**src/source/daq_format_pkg.sv**
```systemverilog
package daq_format_pkg;

    // ============================================================
    // sample and frame field widths
    // ============================================================
    localparam int SAMPLE_WIDTH         = 16;
    localparam int TIMESTAMP_WIDTH      = 48;
    localparam int TRIGGER_INFO_WIDTH   = 8;
    localparam int TRIGGER_CONFIG_WIDTH = 16;

    // the hit mask sits in the upper bits of the trigger info field
    localparam int HIT_MASK_WIDTH = 6;
    localparam int HIT_MASK_LSB   = TRIGGER_INFO_WIDTH - HIT_MASK_WIDTH;

    // ============================================================
    // frame word layout, config field at the bottom
    // ============================================================
    localparam int CONFIG_LSB       = 0;
    localparam int TIMESTAMP_LSB    = CONFIG_LSB + TRIGGER_CONFIG_WIDTH;
    localparam int TRIGGER_INFO_LSB = TIMESTAMP_LSB + TIMESTAMP_WIDTH;
    localparam int SAMPLES_LSB      = TRIGGER_INFO_LSB + TRIGGER_INFO_WIDTH;

    // width of all samples of one beat
    function automatic int adc_width(int samples_per_beat);
        return SAMPLE_WIDTH * samples_per_beat;
    endfunction

    // width of the whole frame word
    function automatic int frame_width(int samples_per_beat);
        return SAMPLES_LSB + adc_width(samples_per_beat);
    endfunction

endpackage

```
**src/source/trigger_pkg.sv**
```systemverilog
package trigger_pkg;

    localparam int TRIGGER_TYPE_WIDTH = 2;
    localparam int REG_ADDR_WIDTH     = 4;
    localparam int AXIL_DATA_WIDTH    = 32;
    localparam int THRESHOLD_WIDTH    = 16;

    // codes other than these two behave as a hardware trigger
    typedef enum logic [TRIGGER_TYPE_WIDTH-1:0] {
        HARDWARE_TRG = 2'd0,
        EXTERNAL_TRG = 2'd1
    } trigger_type_e;

    // ============================================================
    // register map
    // ============================================================
    typedef enum logic [REG_ADDR_WIDTH-1:0] {
        REG_CTRL        = 4'h0,
        REG_TRIG_TYPE   = 4'h4,
        REG_THRESHOLD   = 4'h8,
        REG_FRAME_COUNT = 4'hC
    } reg_addr_e;

    localparam logic          STOP_RESET         = 1'b0;
    localparam trigger_type_e TRIGGER_TYPE_RESET = HARDWARE_TRG;
    localparam logic signed [THRESHOLD_WIDTH-1:0] THRESHOLD_RESET = 16'sd2048;

endpackage

```
**src/source/axil_trigger_regs.sv**
```systemverilog
module axil_trigger_regs
    import trigger_pkg::*;
(
    input  logic                         ACLK,
    input  logic                         ARESET,
    input  logic [REG_ADDR_WIDTH-1:0]    s_axil_awaddr,
    input  logic                         s_axil_awvalid,
    output logic                         s_axil_awready,
    input  logic [AXIL_DATA_WIDTH-1:0]   s_axil_wdata,
    input  logic [AXIL_DATA_WIDTH/8-1:0] s_axil_wstrb,
    input  logic                         s_axil_wvalid,
    output logic                         s_axil_wready,
    output logic [1:0]                   s_axil_bresp,
    output logic                         s_axil_bvalid,
    input  logic                         s_axil_bready,
    input  logic [REG_ADDR_WIDTH-1:0]    s_axil_araddr,
    input  logic                         s_axil_arvalid,
    output logic                         s_axil_arready,
    output logic [AXIL_DATA_WIDTH-1:0]   s_axil_rdata,
    output logic [1:0]                   s_axil_rresp,
    output logic                         s_axil_rvalid,
    input  logic                         s_axil_rready,
    input  logic                         frame_valid,
    output logic                         stop,
    output trigger_type_e                trigger_type,
    output logic signed [THRESHOLD_WIDTH-1:0] threshold,
    output logic                         set_config
);

    localparam logic [1:0] RESP_OKAY = 2'b00;

    logic                       write_fire;
    logic                       read_fire;
    logic [AXIL_DATA_WIDTH-1:0] frame_count;

    // address and data are taken straight from the bus in the ready cycle
    assign write_fire = s_axil_awready && s_axil_awvalid && s_axil_wready && s_axil_wvalid;
    assign read_fire  = s_axil_arready && s_axil_arvalid;

    assign s_axil_bresp = RESP_OKAY;
    assign s_axil_rresp = RESP_OKAY;

    // ============================================================
    // write channel
    // ============================================================
    always_ff @(posedge ACLK) begin
        if (ARESET) begin
            s_axil_awready <= 1'b0;
            s_axil_wready  <= 1'b0;
            s_axil_bvalid  <= 1'b0;
        end else begin
            if (!s_axil_awready && !s_axil_bvalid && s_axil_awvalid && s_axil_wvalid) begin
                s_axil_awready <= 1'b1;
                s_axil_wready  <= 1'b1;
            end else begin
                s_axil_awready <= 1'b0;
                s_axil_wready  <= 1'b0;
            end
            if (write_fire) begin
                s_axil_bvalid <= 1'b1;
            end else if (s_axil_bready) begin
                s_axil_bvalid <= 1'b0;
            end
        end
    end

    // set_config lines up with the first cycle the new value is visible
    always_ff @(posedge ACLK) begin
        if (ARESET) begin
            stop         <= STOP_RESET;
            trigger_type <= TRIGGER_TYPE_RESET;
            threshold    <= THRESHOLD_RESET;
            set_config   <= 1'b0;
        end else begin
            set_config <= 1'b0;
            if (write_fire) begin
                case (reg_addr_e'(s_axil_awaddr))
                    REG_CTRL: begin
                        if (s_axil_wstrb[0]) begin
                            stop <= s_axil_wdata[0];
                        end
                    end
                    REG_TRIG_TYPE: begin
                        if (s_axil_wstrb[0]) begin
                            trigger_type <= trigger_type_e'(s_axil_wdata[TRIGGER_TYPE_WIDTH-1:0]);
                        end
                        set_config <= 1'b1;
                    end
                    REG_THRESHOLD: begin
                        if (s_axil_wstrb[0]) begin
                            threshold[7:0] <= s_axil_wdata[7:0];
                        end
                        if (s_axil_wstrb[1]) begin
                            threshold[15:8] <= s_axil_wdata[15:8];
                        end
                        set_config <= 1'b1;
                    end
                    default: ;
                endcase
            end
        end
    end

    // ============================================================
    // read channel
    // ============================================================
    always_ff @(posedge ACLK) begin
        if (ARESET) begin
            s_axil_arready <= 1'b0;
            s_axil_rvalid  <= 1'b0;
        end else begin
            s_axil_arready <= !s_axil_arready && !s_axil_rvalid && s_axil_arvalid;
            if (read_fire) begin
                s_axil_rvalid <= 1'b1;
            end else if (s_axil_rready) begin
                s_axil_rvalid <= 1'b0;
            end
        end
    end

    always_ff @(posedge ACLK) begin
        if (read_fire) begin
            case (reg_addr_e'(s_axil_araddr))
                REG_CTRL:        s_axil_rdata <= {{(AXIL_DATA_WIDTH-1){1'b0}}, stop};
                REG_TRIG_TYPE:   s_axil_rdata <= AXIL_DATA_WIDTH'(trigger_type);
                REG_THRESHOLD:   s_axil_rdata <= AXIL_DATA_WIDTH'(threshold);
                REG_FRAME_COUNT: s_axil_rdata <= frame_count;
                default:         s_axil_rdata <= '0;
            endcase
        end
    end

    always_ff @(posedge ACLK) begin
        if (ARESET) begin
            frame_count <= '0;
        end else if (frame_valid) begin
            frame_count <= frame_count + 1'b1;
        end
    end

endmodule

```
**src/source/threshold_trigger.sv**
```systemverilog
module threshold_trigger
    import daq_format_pkg::*, trigger_pkg::*;
#(
    parameter  int SAMPLES_PER_BEAT = 4,
    localparam int ADC_WIDTH        = adc_width(SAMPLES_PER_BEAT),
    localparam int FRAME_WIDTH      = frame_width(SAMPLES_PER_BEAT)
) (
    input  logic                              ACLK,
    input  logic                              ARESET,
    input  logic                              adc_tvalid,
    input  logic [ADC_WIDTH-1:0]              adc_tdata,
    input  logic signed [THRESHOLD_WIDTH-1:0] threshold,
    output logic                              hw_tvalid,
    output logic [FRAME_WIDTH-1:0]            frame_tdata
);

    logic [TIMESTAMP_WIDTH-1:0] timestamp;
    logic [HIT_MASK_WIDTH-1:0]  hit_mask;
    logic [FRAME_WIDTH-1:0]     frame_next;

    // ============================================================
    // free running timestamp
    // ============================================================
    always_ff @(posedge ACLK) begin
        if (ARESET) begin
            timestamp <= '0;
        end else begin
            timestamp <= timestamp + 1'b1;
        end
    end

    // ============================================================
    // per sample comparison
    // ============================================================
    // mask bits above SAMPLES_PER_BEAT stay zero
    always_comb begin
        hit_mask = '0;
        for (int i = 0; i < SAMPLES_PER_BEAT; i++) begin
            hit_mask[i] = $signed(adc_tdata[i*SAMPLE_WIDTH +: SAMPLE_WIDTH]) > threshold;
        end
    end

    // type bits are left zero, the selector fills them in
    always_comb begin
        frame_next = '0;
        frame_next[SAMPLES_LSB +: ADC_WIDTH] = adc_tdata;
        frame_next[TRIGGER_INFO_LSB + HIT_MASK_LSB +: HIT_MASK_WIDTH] = hit_mask;
        frame_next[TIMESTAMP_LSB +: TIMESTAMP_WIDTH] = timestamp;
        frame_next[CONFIG_LSB +: TRIGGER_CONFIG_WIDTH] = threshold;
    end

    // the frame register loads every cycle so data always trails the input by one
    always_ff @(posedge ACLK) begin
        frame_tdata <= frame_next;
    end

    always_ff @(posedge ACLK) begin
        if (ARESET) begin
            hw_tvalid <= 1'b0;
        end else begin
            hw_tvalid <= adc_tvalid && (|hit_mask);
        end
    end

endmodule

```
**src/source/trigger_selector.sv**
```systemverilog
module trigger_selector
    import daq_format_pkg::*, trigger_pkg::*;
#(
    parameter  int SAMPLES_PER_BEAT = 4,
    localparam int ADC_WIDTH        = adc_width(SAMPLES_PER_BEAT),
    localparam int FRAME_WIDTH      = frame_width(SAMPLES_PER_BEAT)
) (
    input  logic                   ACLK,
    input  logic                   ARESET,
    input  logic                   set_config,
    input  logic                   stop,
    input  trigger_type_e          trigger_type,
    input  logic                   ext_trigger,
    input  logic                   frame_tvalid,
    input  logic [FRAME_WIDTH-1:0] frame_tdata,
    input  logic [ADC_WIDTH-1:0]   hg_tdata_in,
    output logic                   m_axis_tvalid,
    output logic [FRAME_WIDTH-1:0] m_axis_tdata,
    output logic [ADC_WIDTH-1:0]   hg_tdata
);

    trigger_type_e          type_q;
    logic                   ext_meta;
    logic                   ext_sync;
    logic                   tvalid_d;
    logic [FRAME_WIDTH-1:0] frame_stamped;
    logic [FRAME_WIDTH-1:0] tdata_d;
    logic [ADC_WIDTH-1:0]   hg_d;

    always_ff @(posedge ACLK) begin
        if (ARESET) begin
            type_q <= TRIGGER_TYPE_RESET;
        end else if (set_config) begin
            type_q <= trigger_type;
        end
    end

    // two flop synchronizer for the external pin
    always_ff @(posedge ACLK) begin
        ext_meta <= ext_trigger;
        ext_sync <= ext_meta;
    end

    always_comb begin
        frame_stamped = frame_tdata;
        frame_stamped[TRIGGER_INFO_LSB +: TRIGGER_TYPE_WIDTH] = type_q;
    end

    // ============================================================
    // two aligned output stages
    // ============================================================
    always_ff @(posedge ACLK) begin
        tdata_d      <= frame_stamped;
        m_axis_tdata <= tdata_d;
        hg_d         <= hg_tdata_in;
        hg_tdata     <= hg_d;
    end

    always_ff @(posedge ACLK) begin
        if (ARESET || set_config || stop) begin
            tvalid_d <= 1'b0;
        end else begin
            case (type_q)
                EXTERNAL_TRG: tvalid_d <= ext_sync;
                default:      tvalid_d <= frame_tvalid;
            endcase
        end
    end

    // stop only acts on the first stage, so one valid may still drain
    always_ff @(posedge ACLK) begin
        if (ARESET || set_config) begin
            m_axis_tvalid <= 1'b0;
        end else begin
            m_axis_tvalid <= tvalid_d;
        end
    end

endmodule

```
**src/source/trigger_frontend_top.sv**
```systemverilog
module trigger_frontend_top
    import daq_format_pkg::*, trigger_pkg::*;
#(
    parameter  int SAMPLES_PER_BEAT = 4,
    localparam int ADC_WIDTH        = adc_width(SAMPLES_PER_BEAT),
    localparam int FRAME_WIDTH      = frame_width(SAMPLES_PER_BEAT)
) (
    input  logic                         ACLK,
    input  logic                         ARESET,
    input  logic [REG_ADDR_WIDTH-1:0]    s_axil_awaddr,
    input  logic                         s_axil_awvalid,
    output logic                         s_axil_awready,
    input  logic [AXIL_DATA_WIDTH-1:0]   s_axil_wdata,
    input  logic [AXIL_DATA_WIDTH/8-1:0] s_axil_wstrb,
    input  logic                         s_axil_wvalid,
    output logic                         s_axil_wready,
    output logic [1:0]                   s_axil_bresp,
    output logic                         s_axil_bvalid,
    input  logic                         s_axil_bready,
    input  logic [REG_ADDR_WIDTH-1:0]    s_axil_araddr,
    input  logic                         s_axil_arvalid,
    output logic                         s_axil_arready,
    output logic [AXIL_DATA_WIDTH-1:0]   s_axil_rdata,
    output logic [1:0]                   s_axil_rresp,
    output logic                         s_axil_rvalid,
    input  logic                         s_axil_rready,
    input  logic                         adc_tvalid,
    input  logic [ADC_WIDTH-1:0]         adc_tdata,
    input  logic [ADC_WIDTH-1:0]         hg_tdata_in,
    input  logic                         ext_trigger,
    output logic                         m_axis_tvalid,
    output logic [FRAME_WIDTH-1:0]       m_axis_tdata,
    output logic [ADC_WIDTH-1:0]         hg_tdata
);

    logic                              stop;
    trigger_type_e                     trigger_type;
    logic signed [THRESHOLD_WIDTH-1:0] threshold;
    logic                              set_config;
    logic                              hw_tvalid;
    logic [FRAME_WIDTH-1:0]            frame_tdata;

    // the frame counter watches the stream output
    axil_trigger_regs u_regs (
        .frame_valid  (m_axis_tvalid),
        .*
    );

    threshold_trigger #(
        .SAMPLES_PER_BEAT(SAMPLES_PER_BEAT)
    ) u_hw_trigger (
        .ACLK        (ACLK),
        .ARESET      (ARESET),
        .adc_tvalid  (adc_tvalid),
        .adc_tdata   (adc_tdata),
        .threshold   (threshold),
        .hw_tvalid   (hw_tvalid),
        .frame_tdata (frame_tdata)
    );

    trigger_selector #(
        .SAMPLES_PER_BEAT(SAMPLES_PER_BEAT)
    ) u_selector (
        .frame_tvalid (hw_tvalid),
        .*
    );

endmodule

```
**config.mk**
```make
export PLATFORM = sky130hd
export DESIGN_NAME = trigger_frontend_top
export DESIGN_NICKNAME = d
export VERILOG_FILES = /design/src/source/daq_format_pkg.sv /design/src/source/trigger_pkg.sv /design/src/source/axil_trigger_regs.sv /design/src/source/threshold_trigger.sv /design/src/source/trigger_selector.sv /design/src/source/trigger_frontend_top.sv
export SDC_FILE = /design/constraint.sdc
export NUM_CORES = 1
export LEC_CHECK = 0
export BUFFER_PORTS_ARGS = -buffer_cell sky130_fd_sc_hd__buf_2
export CAP_MARGIN = 20
export CELL_PAD_IN_SITES_DETAIL_PLACEMENT = 0
export CELL_PAD_IN_SITES_GLOBAL_PLACEMENT = 1
export CORE_MARGIN = 4
export CORE_UTILIZATION = 42
export CTS_CLUSTER_DIAMETER = 30
export DETAILED_ROUTE_END_ITERATION = 7
export GPL_ROUTABILITY_DRIVEN = 0
export PLACE_DENSITY_LB_ADDON = 0.2
export SLEW_MARGIN = 20
export SYNTH_ARGS = -nofsm -noshare
export SYNTH_HDL_FRONTEND = slang
export SYNTH_SLANG_ARGS = --single-unit
```
**constraint.sdc**
```tcl
create_clock -name ACLK -period 2.5 [get_ports ACLK]
set_input_delay 0.125 -clock ACLK [delete_from_list [all_inputs] [get_ports ACLK]]
set_output_delay 0.125 -clock ACLK [all_outputs]
set_load 0.005 [all_outputs]
```
==> flow_summary_export.csv, run 1 <==
group,metric,value,unit
placement,port_buffers,398,
timing,whs,0.08356,ns
yosys,netlist_instances,1318,
timing,tns,0,ns
die,rows,75,
placement,numPlacedInstances,2245,
timing,report.final.hold_viol_count,0,
clock_tree,cts_tree,"built",
grt,antenna_found_initial,10,
yosys,dominantRegCellSynth,"dfxtp_1",
clock_tree,cts-root-buf,"clkbuf_16",
drt,drc,0,
layout,fin_util,0.6224,
yosys,synth.lib_cells_used.distinct,49,
drt,viasPerCell,4.462,
worst_setup_path,cp_max_fo,4,
grt,grtUsageTotal,0.1891,
yosys,synth_xor_xnor_area_share,0.03218,
grt,grt_pass1_wl,68.85,mm
drt,ant_nets,0,
grt,overflow,0,
pwr,vdd_drop_max,0.6361,mV
die,die_h,214.8,µm
job,drv_cap,0,
die,coreArea,0.04213,mm²
die,initial_utilization,0.4263,
worst_hold_path,min_path_type,"input port to flip-flop",
layout,nets,2232,
grt,grt_max_degree,45,
yosys,synth-async-reset-ratio,0,
timing,worstMarginPinSlew,0.9158,ns
clock_tree,post-cts-setup-buffers,0,
timing,finClkSkew,0.02548,ns
placement,dp_slack,0.08542,ns
timing,rsz0062_at_grt,"false",
worst_setup_path,crit_required,3.01,ns
yosys,yosys.area_share.simple,0.09313,
yosys,synth_top_family_by_area,"simple AND/OR/NAND/NOR gates",
worst_setup_path,r2r_setup_slack,0.22,ns
timing,fin_ws,0.2244,ns
timing,fin_crit,2.276,ns
placement,dp_hpwl,29.46,mm
drt,dr.pass1.iters,4,
clock_tree,clk_latency,0.63,ns
yosys,yosys-top-cells-area,"dfxtp_1 71%, edfxtp_1 5.3%, ha_1 4.6%, nor2_1 2.2%, xor2_1 1.9%",
yosys,synth_edf_count,32,
layout,seq_area,0.01375,mm²
yosys,yosysTopAreaCellShare,0.7121,
placement,placed_cell_area,0.02061,mm²
clock_tree,ctsLongestPathBuffers,3,
layout,fillerInstances,3223,
status,outcome,"finished, final reports clean",
clock_tree,cts.clk_slew.worst_paths,0.05,ns
timing,timing.final.crit_share,0.9102,
drt,dr_total_vias,11704,
timing,setup_viol,0,
worst_setup_path,crit_arrival,2.79,ns
drt,drt-initial-drc-count,469,
clock_tree,numCtsBuffers,110,
die,die_w,214.8,µm
pwr,powerDensity,1043,mW/mm²
yosys,ys_seq_area_frac,0.7656,
worst_setup_path,startpoint_type,"flip-flop",
layout,final-instance-count-excl-fill,2623,
worst_setup_path,critPathKind,"flip-flop to flip-flop",
yosys,synth.largest_area_cell,"dfxtp_1",
yosys,syn_area,0.01796,mm²
worst_setup_path,end_kind,"flip-flop",
drt,wire_per_inst,16.90,µm
clock_tree,cts_max_level,3,
yosys,ys_ff_latch,671,
yosys,synthMuxAreaShare,0.01407,
grt,grt_pass1_vias,12213,
drt,drt_wl_total,44.33,mm
timing,slew_headroom,0.3894,
layout,multi_input_area,0.003961,mm²
pwr,leakage,11.59,nW
layout,stdcell_area,0.02623,mm²
layout,syn2layout_area_growth,45.99,%
die,io_pins,423,
timing,slew_viol_final,0,
yosys,synth_area_per_cell,13.63,µm²
pwr,total_power,27.35,mW
yosys,synthAdderAreaFrac,0.04597,
die,die_area,0.04614,mm²
layout,drive_gt1_frac,0.3003,
timing,fmax,439.5,MHz
yosys,synth_compound_area_frac,0.03315,
clock_tree,cts_sinks,671,
yosys,ys_warn_count,0,
-- synth_stat cells (all sizes together) (16+ instances only) --
library cell / instances
inv: 31
xor2: 38
nand2: 79
ha: 66
xnor2: 28
nand3: 36
edfxtp: 32
mux2i: 23
or3: 19
o21ai: 19
dfxtp: 639
a21oi: 37
clkbuf: 16
nor2: 103
nor3: 18
nand4: 28
-- report_power, final --
part / leakage, nW / switching, mW / internal, mW
clock: 1.89 / 5.36 / 10.0
combinational: 4.13 / 0.347 / 0.419
sequential: 5.57 / 0.0887 / 11.1
-- area by class of cell --
class / instances / area share
diodes: 6 / 0.0005725
repair buffers: 580 / 0.1446
clock buffers: 131 / 0.1123
clock inverters: 74 / 0.03693
flip-flops and latches: 671 / 0.5244
inverters: 31 / 0.004437
well taps: 539 / 0.02572
multi-input cells: 591 / 0.1510
-- repair_timing --
action,4_1_cts,5_1_grt
hold buffers,167,0
endpoints found under the hold margin,190,0
gates resized for setup,0,3
endpoints found under the setup margin,0,1
-- cell usage in the layout, fill, tap and decap left out, drive strengths merged, types with 3 or more instances in the layout --
cell type,n
dfxtp,639
buf,413
dlygate4sd3,167
clkbuf,131
nor2,103
nand2,79
ha,66
inv,49
xor2,38
a21oi,37
nand3,36
edfxtp,32
clkinv,30
xnor2,28
nand4,28
mux2i,23
o21ai,19
or3,19
nor3,18
and3,15
bufinv,14
a22o,13
clkinvlp,12
nor4,9
nor2b,8
and4,8
a21o,7
diode,6
conb,6
o21bai,4
and2,4
o211ai,3
a221oi,3
-- registers in the layout (all words and copies together) (netlist names), 2 cells and up --
register                  flops
u_hw_trigger.timestamp       48
u_regs.threshold             16
u_selector.type_q             2
u_selector.hg_d              64
u_hw_trigger.frame_tdata    132
u_selector.m_axis_tdata     134
u_selector.tdata_d          134
u_regs.trigger_type           2
u_regs.s_axil_rdata          32
u_regs.frame_count           32
u_selector.hg_tdata          64
-- path summary, 6_finish.rpt --
| kind | startpoint | endpoint | depth (start not counted) |
|---|---|---|---|
| worst max register to register | u_regs.threshold[13]$_SDFFE_PP0P_ | u_hw_trigger.hw_tvalid$_SDFF_PP0_ | 8 |
| worst max-delay path | u_regs.threshold[13]$_SDFFE_PP0P_ | u_hw_trigger.hw_tvalid$_SDFF_PP0_ | 8 |
| worst min register to register | u_hw_trigger.frame_tdata[90]$_DFF_P_ | u_selector.tdata_d[90]$_DFF_P_ | 0 |
| worst min-delay path | s_axil_araddr[2] | u_regs.s_axil_rdata[0]$_DFFE_PP_ | 3 |
-- kinds of logic after synthesis --
| kind of cell | Yosys count |
|---|---|
| flip-flops | 671 |
| AND/OR/NAND/NOR | 335 |
| AO/OA/AOI/OAI | 94 |
| adder cells (fa/ha/maj) | 66 |
| XOR/XNOR | 66 |
| buffers and inverters | 61 |
| multiplexers | 24 |
| other | 1 |
-- routing by layer --
| layer | vias to the layer above | part of all wire | track usage |
|---|---|---|---|
| met2 | 363 | 0.49 | 0.3235 |
| met1 | 5434 | 0.42 | 0.2232 |
| li1 | 5807 | - | - |
| met4 | 8 | 0.026 | 0.07046 |
| met3 | 92 | 0.069 | 0.06031 |
| met5 | - | 0.0011 | 0 |
-- worst max-delay path, stage by stage (launching register included) --
cell      delay [ns]
dfxtp_1         0.37
inv_1           0.14
ha_1            0.32
nand4_1         0.16
nor4_2          0.41
a21boi_1        0.26
o21bai_1        0.08
o211a_1         0.12
o41a_1          0.30
Power figures use the tool's default switching activity.
==> run 2, diff against run 1 <==
Settings changed: ABC_AREA from default to 1, CORE_UTILIZATION 42 to 41.
==> flow_summary_export.csv, run 2 <==
group,metric,value,unit
yosys,synth-async-reset-ratio,0,
pwr,powerDensity,1024,mW/mm²
timing,fmax,467.3,MHz
worst_setup_path,end_kind,"flip-flop",
drt,drt-initial-drc-count,632,
layout,drive_gt1_frac,0.2810,
status,outcome,"finished, final reports clean",
drt,viasPerCell,4.466,
worst_hold_path,min_path_type,"input port to flip-flop",
yosys,yosys-top-cells-area,"dfxtp_1 68%, edfxtp_1 5.1%, nand2_1 4.4%, ha_1 4.4%, inv_1 3.0%",
timing,report.final.hold_viol_count,0,
pwr,leakage,11.87,nW
yosys,syn_area,0.01890,mm²
placement,placed_cell_area,0.02160,mm²
job,drv_cap,0,
drt,ant_nets,0,
layout,layout_common_cells,"639 x dfxtp_1, 398 x buf_2, 222 x nand2_1, 167 x dlygate4sd3_1, 150 x inv_1",
die,die_area,0.04961,mm²
die,initial_utilization,0.4157,
timing,rsz0062_at_grt,"false",
clock_tree,cts_sinks,671,
grt,grtUsageTotal,0.1946,
die,coreArea,0.04548,mm²
yosys,synth_common_cells,"639 x dfxtp_1, 222 x nand2_1, 151 x inv_1, 119 x nor2_1, 99 x a21oi_1",
grt,grt_pass1_wl,76.11,mm
worst_setup_path,cp_max_fo,5,
yosys,dominantRegCellSynth,"dfxtp_1",
yosys,synthMuxAreaShare,0,
yosys,synth_edf_count,32,
worst_setup_path,r2r_setup_slack,0.36,ns
yosys,synth.lib_cells_used.distinct,47,
worst_setup_path,critPathKind,"flip-flop to flip-flop",
layout,nets,2575,
clock_tree,cts_tree,"built",
yosys,synthAdderAreaFrac,0.04368,
yosys,synth.largest_area_cell,"dfxtp_1",
yosys,synth_area_per_cell,11.42,µm²
clock_tree,ctsLongestPathBuffers,3,
clock_tree,clk_latency,0.65,ns
timing,fin_crit,2.140,ns
placement,port_buffers,398,
timing,tns,0,ns
worst_setup_path,startpoint_type,"flip-flop",
timing,timing.final.crit_share,0.8560,
timing,finClkSkew,0.01816,ns
clock_tree,cts-root-buf,"clkbuf_16",
yosys,netlist_instances,1656,
yosys,ys_ff_latch,671,
grt,antenna_found_initial,2,
clock_tree,cts_max_level,3,
die,rows,78,
drt,dr_total_vias,13564,
layout,stdcell_area,0.02748,mm²
clock_tree,cts.clk_slew.worst_paths,0.05,ns
worst_hold_path,min_path_cells,6,
clock_tree,post-cts-setup-buffers,0,
pwr,vdd_drop_max,0.7688,mV
die,io_pins,423,
yosys,yosysTopAreaCellShare,0.6767,
clock_tree,numCtsBuffers,118,
grt,grt_max_degree,59,
die,die_h,222.7,µm
timing,slew_viol_final,0,
worst_setup_path,crit_arrival,2.68,ns
yosys,synth_xor_xnor_area_share,0.004633,
yosys,synth_top_family_by_area,"simple AND/OR/NAND/NOR gates",
timing,slew_headroom,0.5110,
yosys,synth_most_common_cell,"dfxtp_1",
yosys,synth_compound_area_frac,0.05388,
yosys,ys_warn_count,0,
drt,wire_per_inst,16.18,µm
placement,dp_hpwl,34.23,mm
layout,reg.largest.list,"u_selector.m_axis_tdata: 134 flops, u_selector.tdata_d: 134 flops, u_hw_trigger.frame_tdata: 132 flops",
yosys,ys_seq_area_frac,0.7275,
yosys,yosys.area_share.simple,0.1319,
drt,dr.pass1.iters,5,
grt,grt_pass1_vias,13914,
layout,syn2layout_area_growth,45.34,%
die,die_w,222.7,µm
timing,setup_viol,0,
layout,layout_commonest_cell,"dfxtp_1",
worst_setup_path,reg2reg_depth,11,
drt,drt_wl_total,49.15,mm
drt,drc,0,
timing,worstMarginPinSlew,0.7335,ns
grt,overflow,0,
worst_setup_path,crit_required,3.04,ns
==> run 2: cell types whose count changed after synthesis, sizes merged, moves of 28 or more <==
| cell | change |
|---|---|
| a21oi | +62 |
| inv | +127 |
| nand2 | +153 |
| nor2 | +32 |
| nor3 | +28 |
| o21ai | +45 |
| xor2 | -30 |
==> run 2: kinds of logic after synthesis <==
group | count (synthesis)
buf+inv | 184
compound gates | 191
simple gates | 533
flops | 671
other cells | 1
xor+xnor | 10
fa+ha+maj | 66
==> run 2: per-stage QoR <==
stage	setup WS (ns)	std cells	hold slack, ns	utilization	power [mW]
CTS	0.04692	3035	0.04096	0.6039	28.44
floorplan	0.8629	1661	0.1527	-	11.62
global route	0.09265	3037	0.08096	0.6041	29.08
finish	0.3599	3037	0.08014	0.6041	28.13
detailed placement	0.3440	2641	0.2288	0.4749	12.00
global placement	0.3541	2641	0.2277	0.4749	11.98
==> run 2: worst max-delay path: stages, from the launching register on <==
cell and delay [ns]:
dfxtp_1 0.44, inv_1 0.17, ha_1 0.39, nand2_1 0.10
nor3_1 0.35, nand2_1 0.12, nand2_1 0.07, nand2_1 0.05
nand3_1 0.08, nand2_1 0.08, nor2_1 0.12, nor2_1 0.05
==> run 2: final cells by class <==
class / count / area (µm²)
fill: 3750 / 18000
sequential: 671 / 13750
multi-input combinational: 806 / 4461
timing repair buffer: 573 / 3724
clock buffer: 126 / 3065
clock inverter: 100 / 1121
tap: 600 / 750.7
inverter: 158 / 593.1
antenna: 3 / 7.507
==> run 2: report_power, final <==
| group | internal (mW) | total [mW] | switching (mW) |
|---|---|---|---|
| Combinational | 0.429 | 0.794 | 0.366 |
| Sequential | 11.1 | 11.2 | 0.0850 |
| Clock | 10.1 | 16.1 | 6.05 |
| Total | 21.6 | 28.1 | 6.50 |
==> run 2: worst paths after layout <==
kind,startpoint,to
min,s_axil_araddr[0],u_regs.s_axil_rdata[1]$_DFFE_PP_
max,u_regs.threshold[15]$_SDFFE_PP0P_,u_hw_trigger.hw_tvalid$_SDFF_PP0_
min reg2reg,u_selector.hg_d[50]$_DFF_P_,u_selector.hg_tdata[50]$_DFF_P_
max reg2reg,u_regs.threshold[15]$_SDFFE_PP0P_,u_hw_trigger.hw_tvalid$_SDFF_PP0_
==> run 2: per-layer routing <==
metal  GRT usage  vias up  routed length (µm)
met2      0.3265      386               23850
met5           0        -                   0
met3     0.04968       99                2791
met4     0.07656        0                1484
li1            -     6813                   -
met1      0.2414     6266               21030
==> run 2: repair_timing <==
action	4_1_cts	5_1_grt
endpoints found under the hold margin	161	0
setup endpoints to repair	0	1
hold buffers	168	0
gates resized for setup	0	3
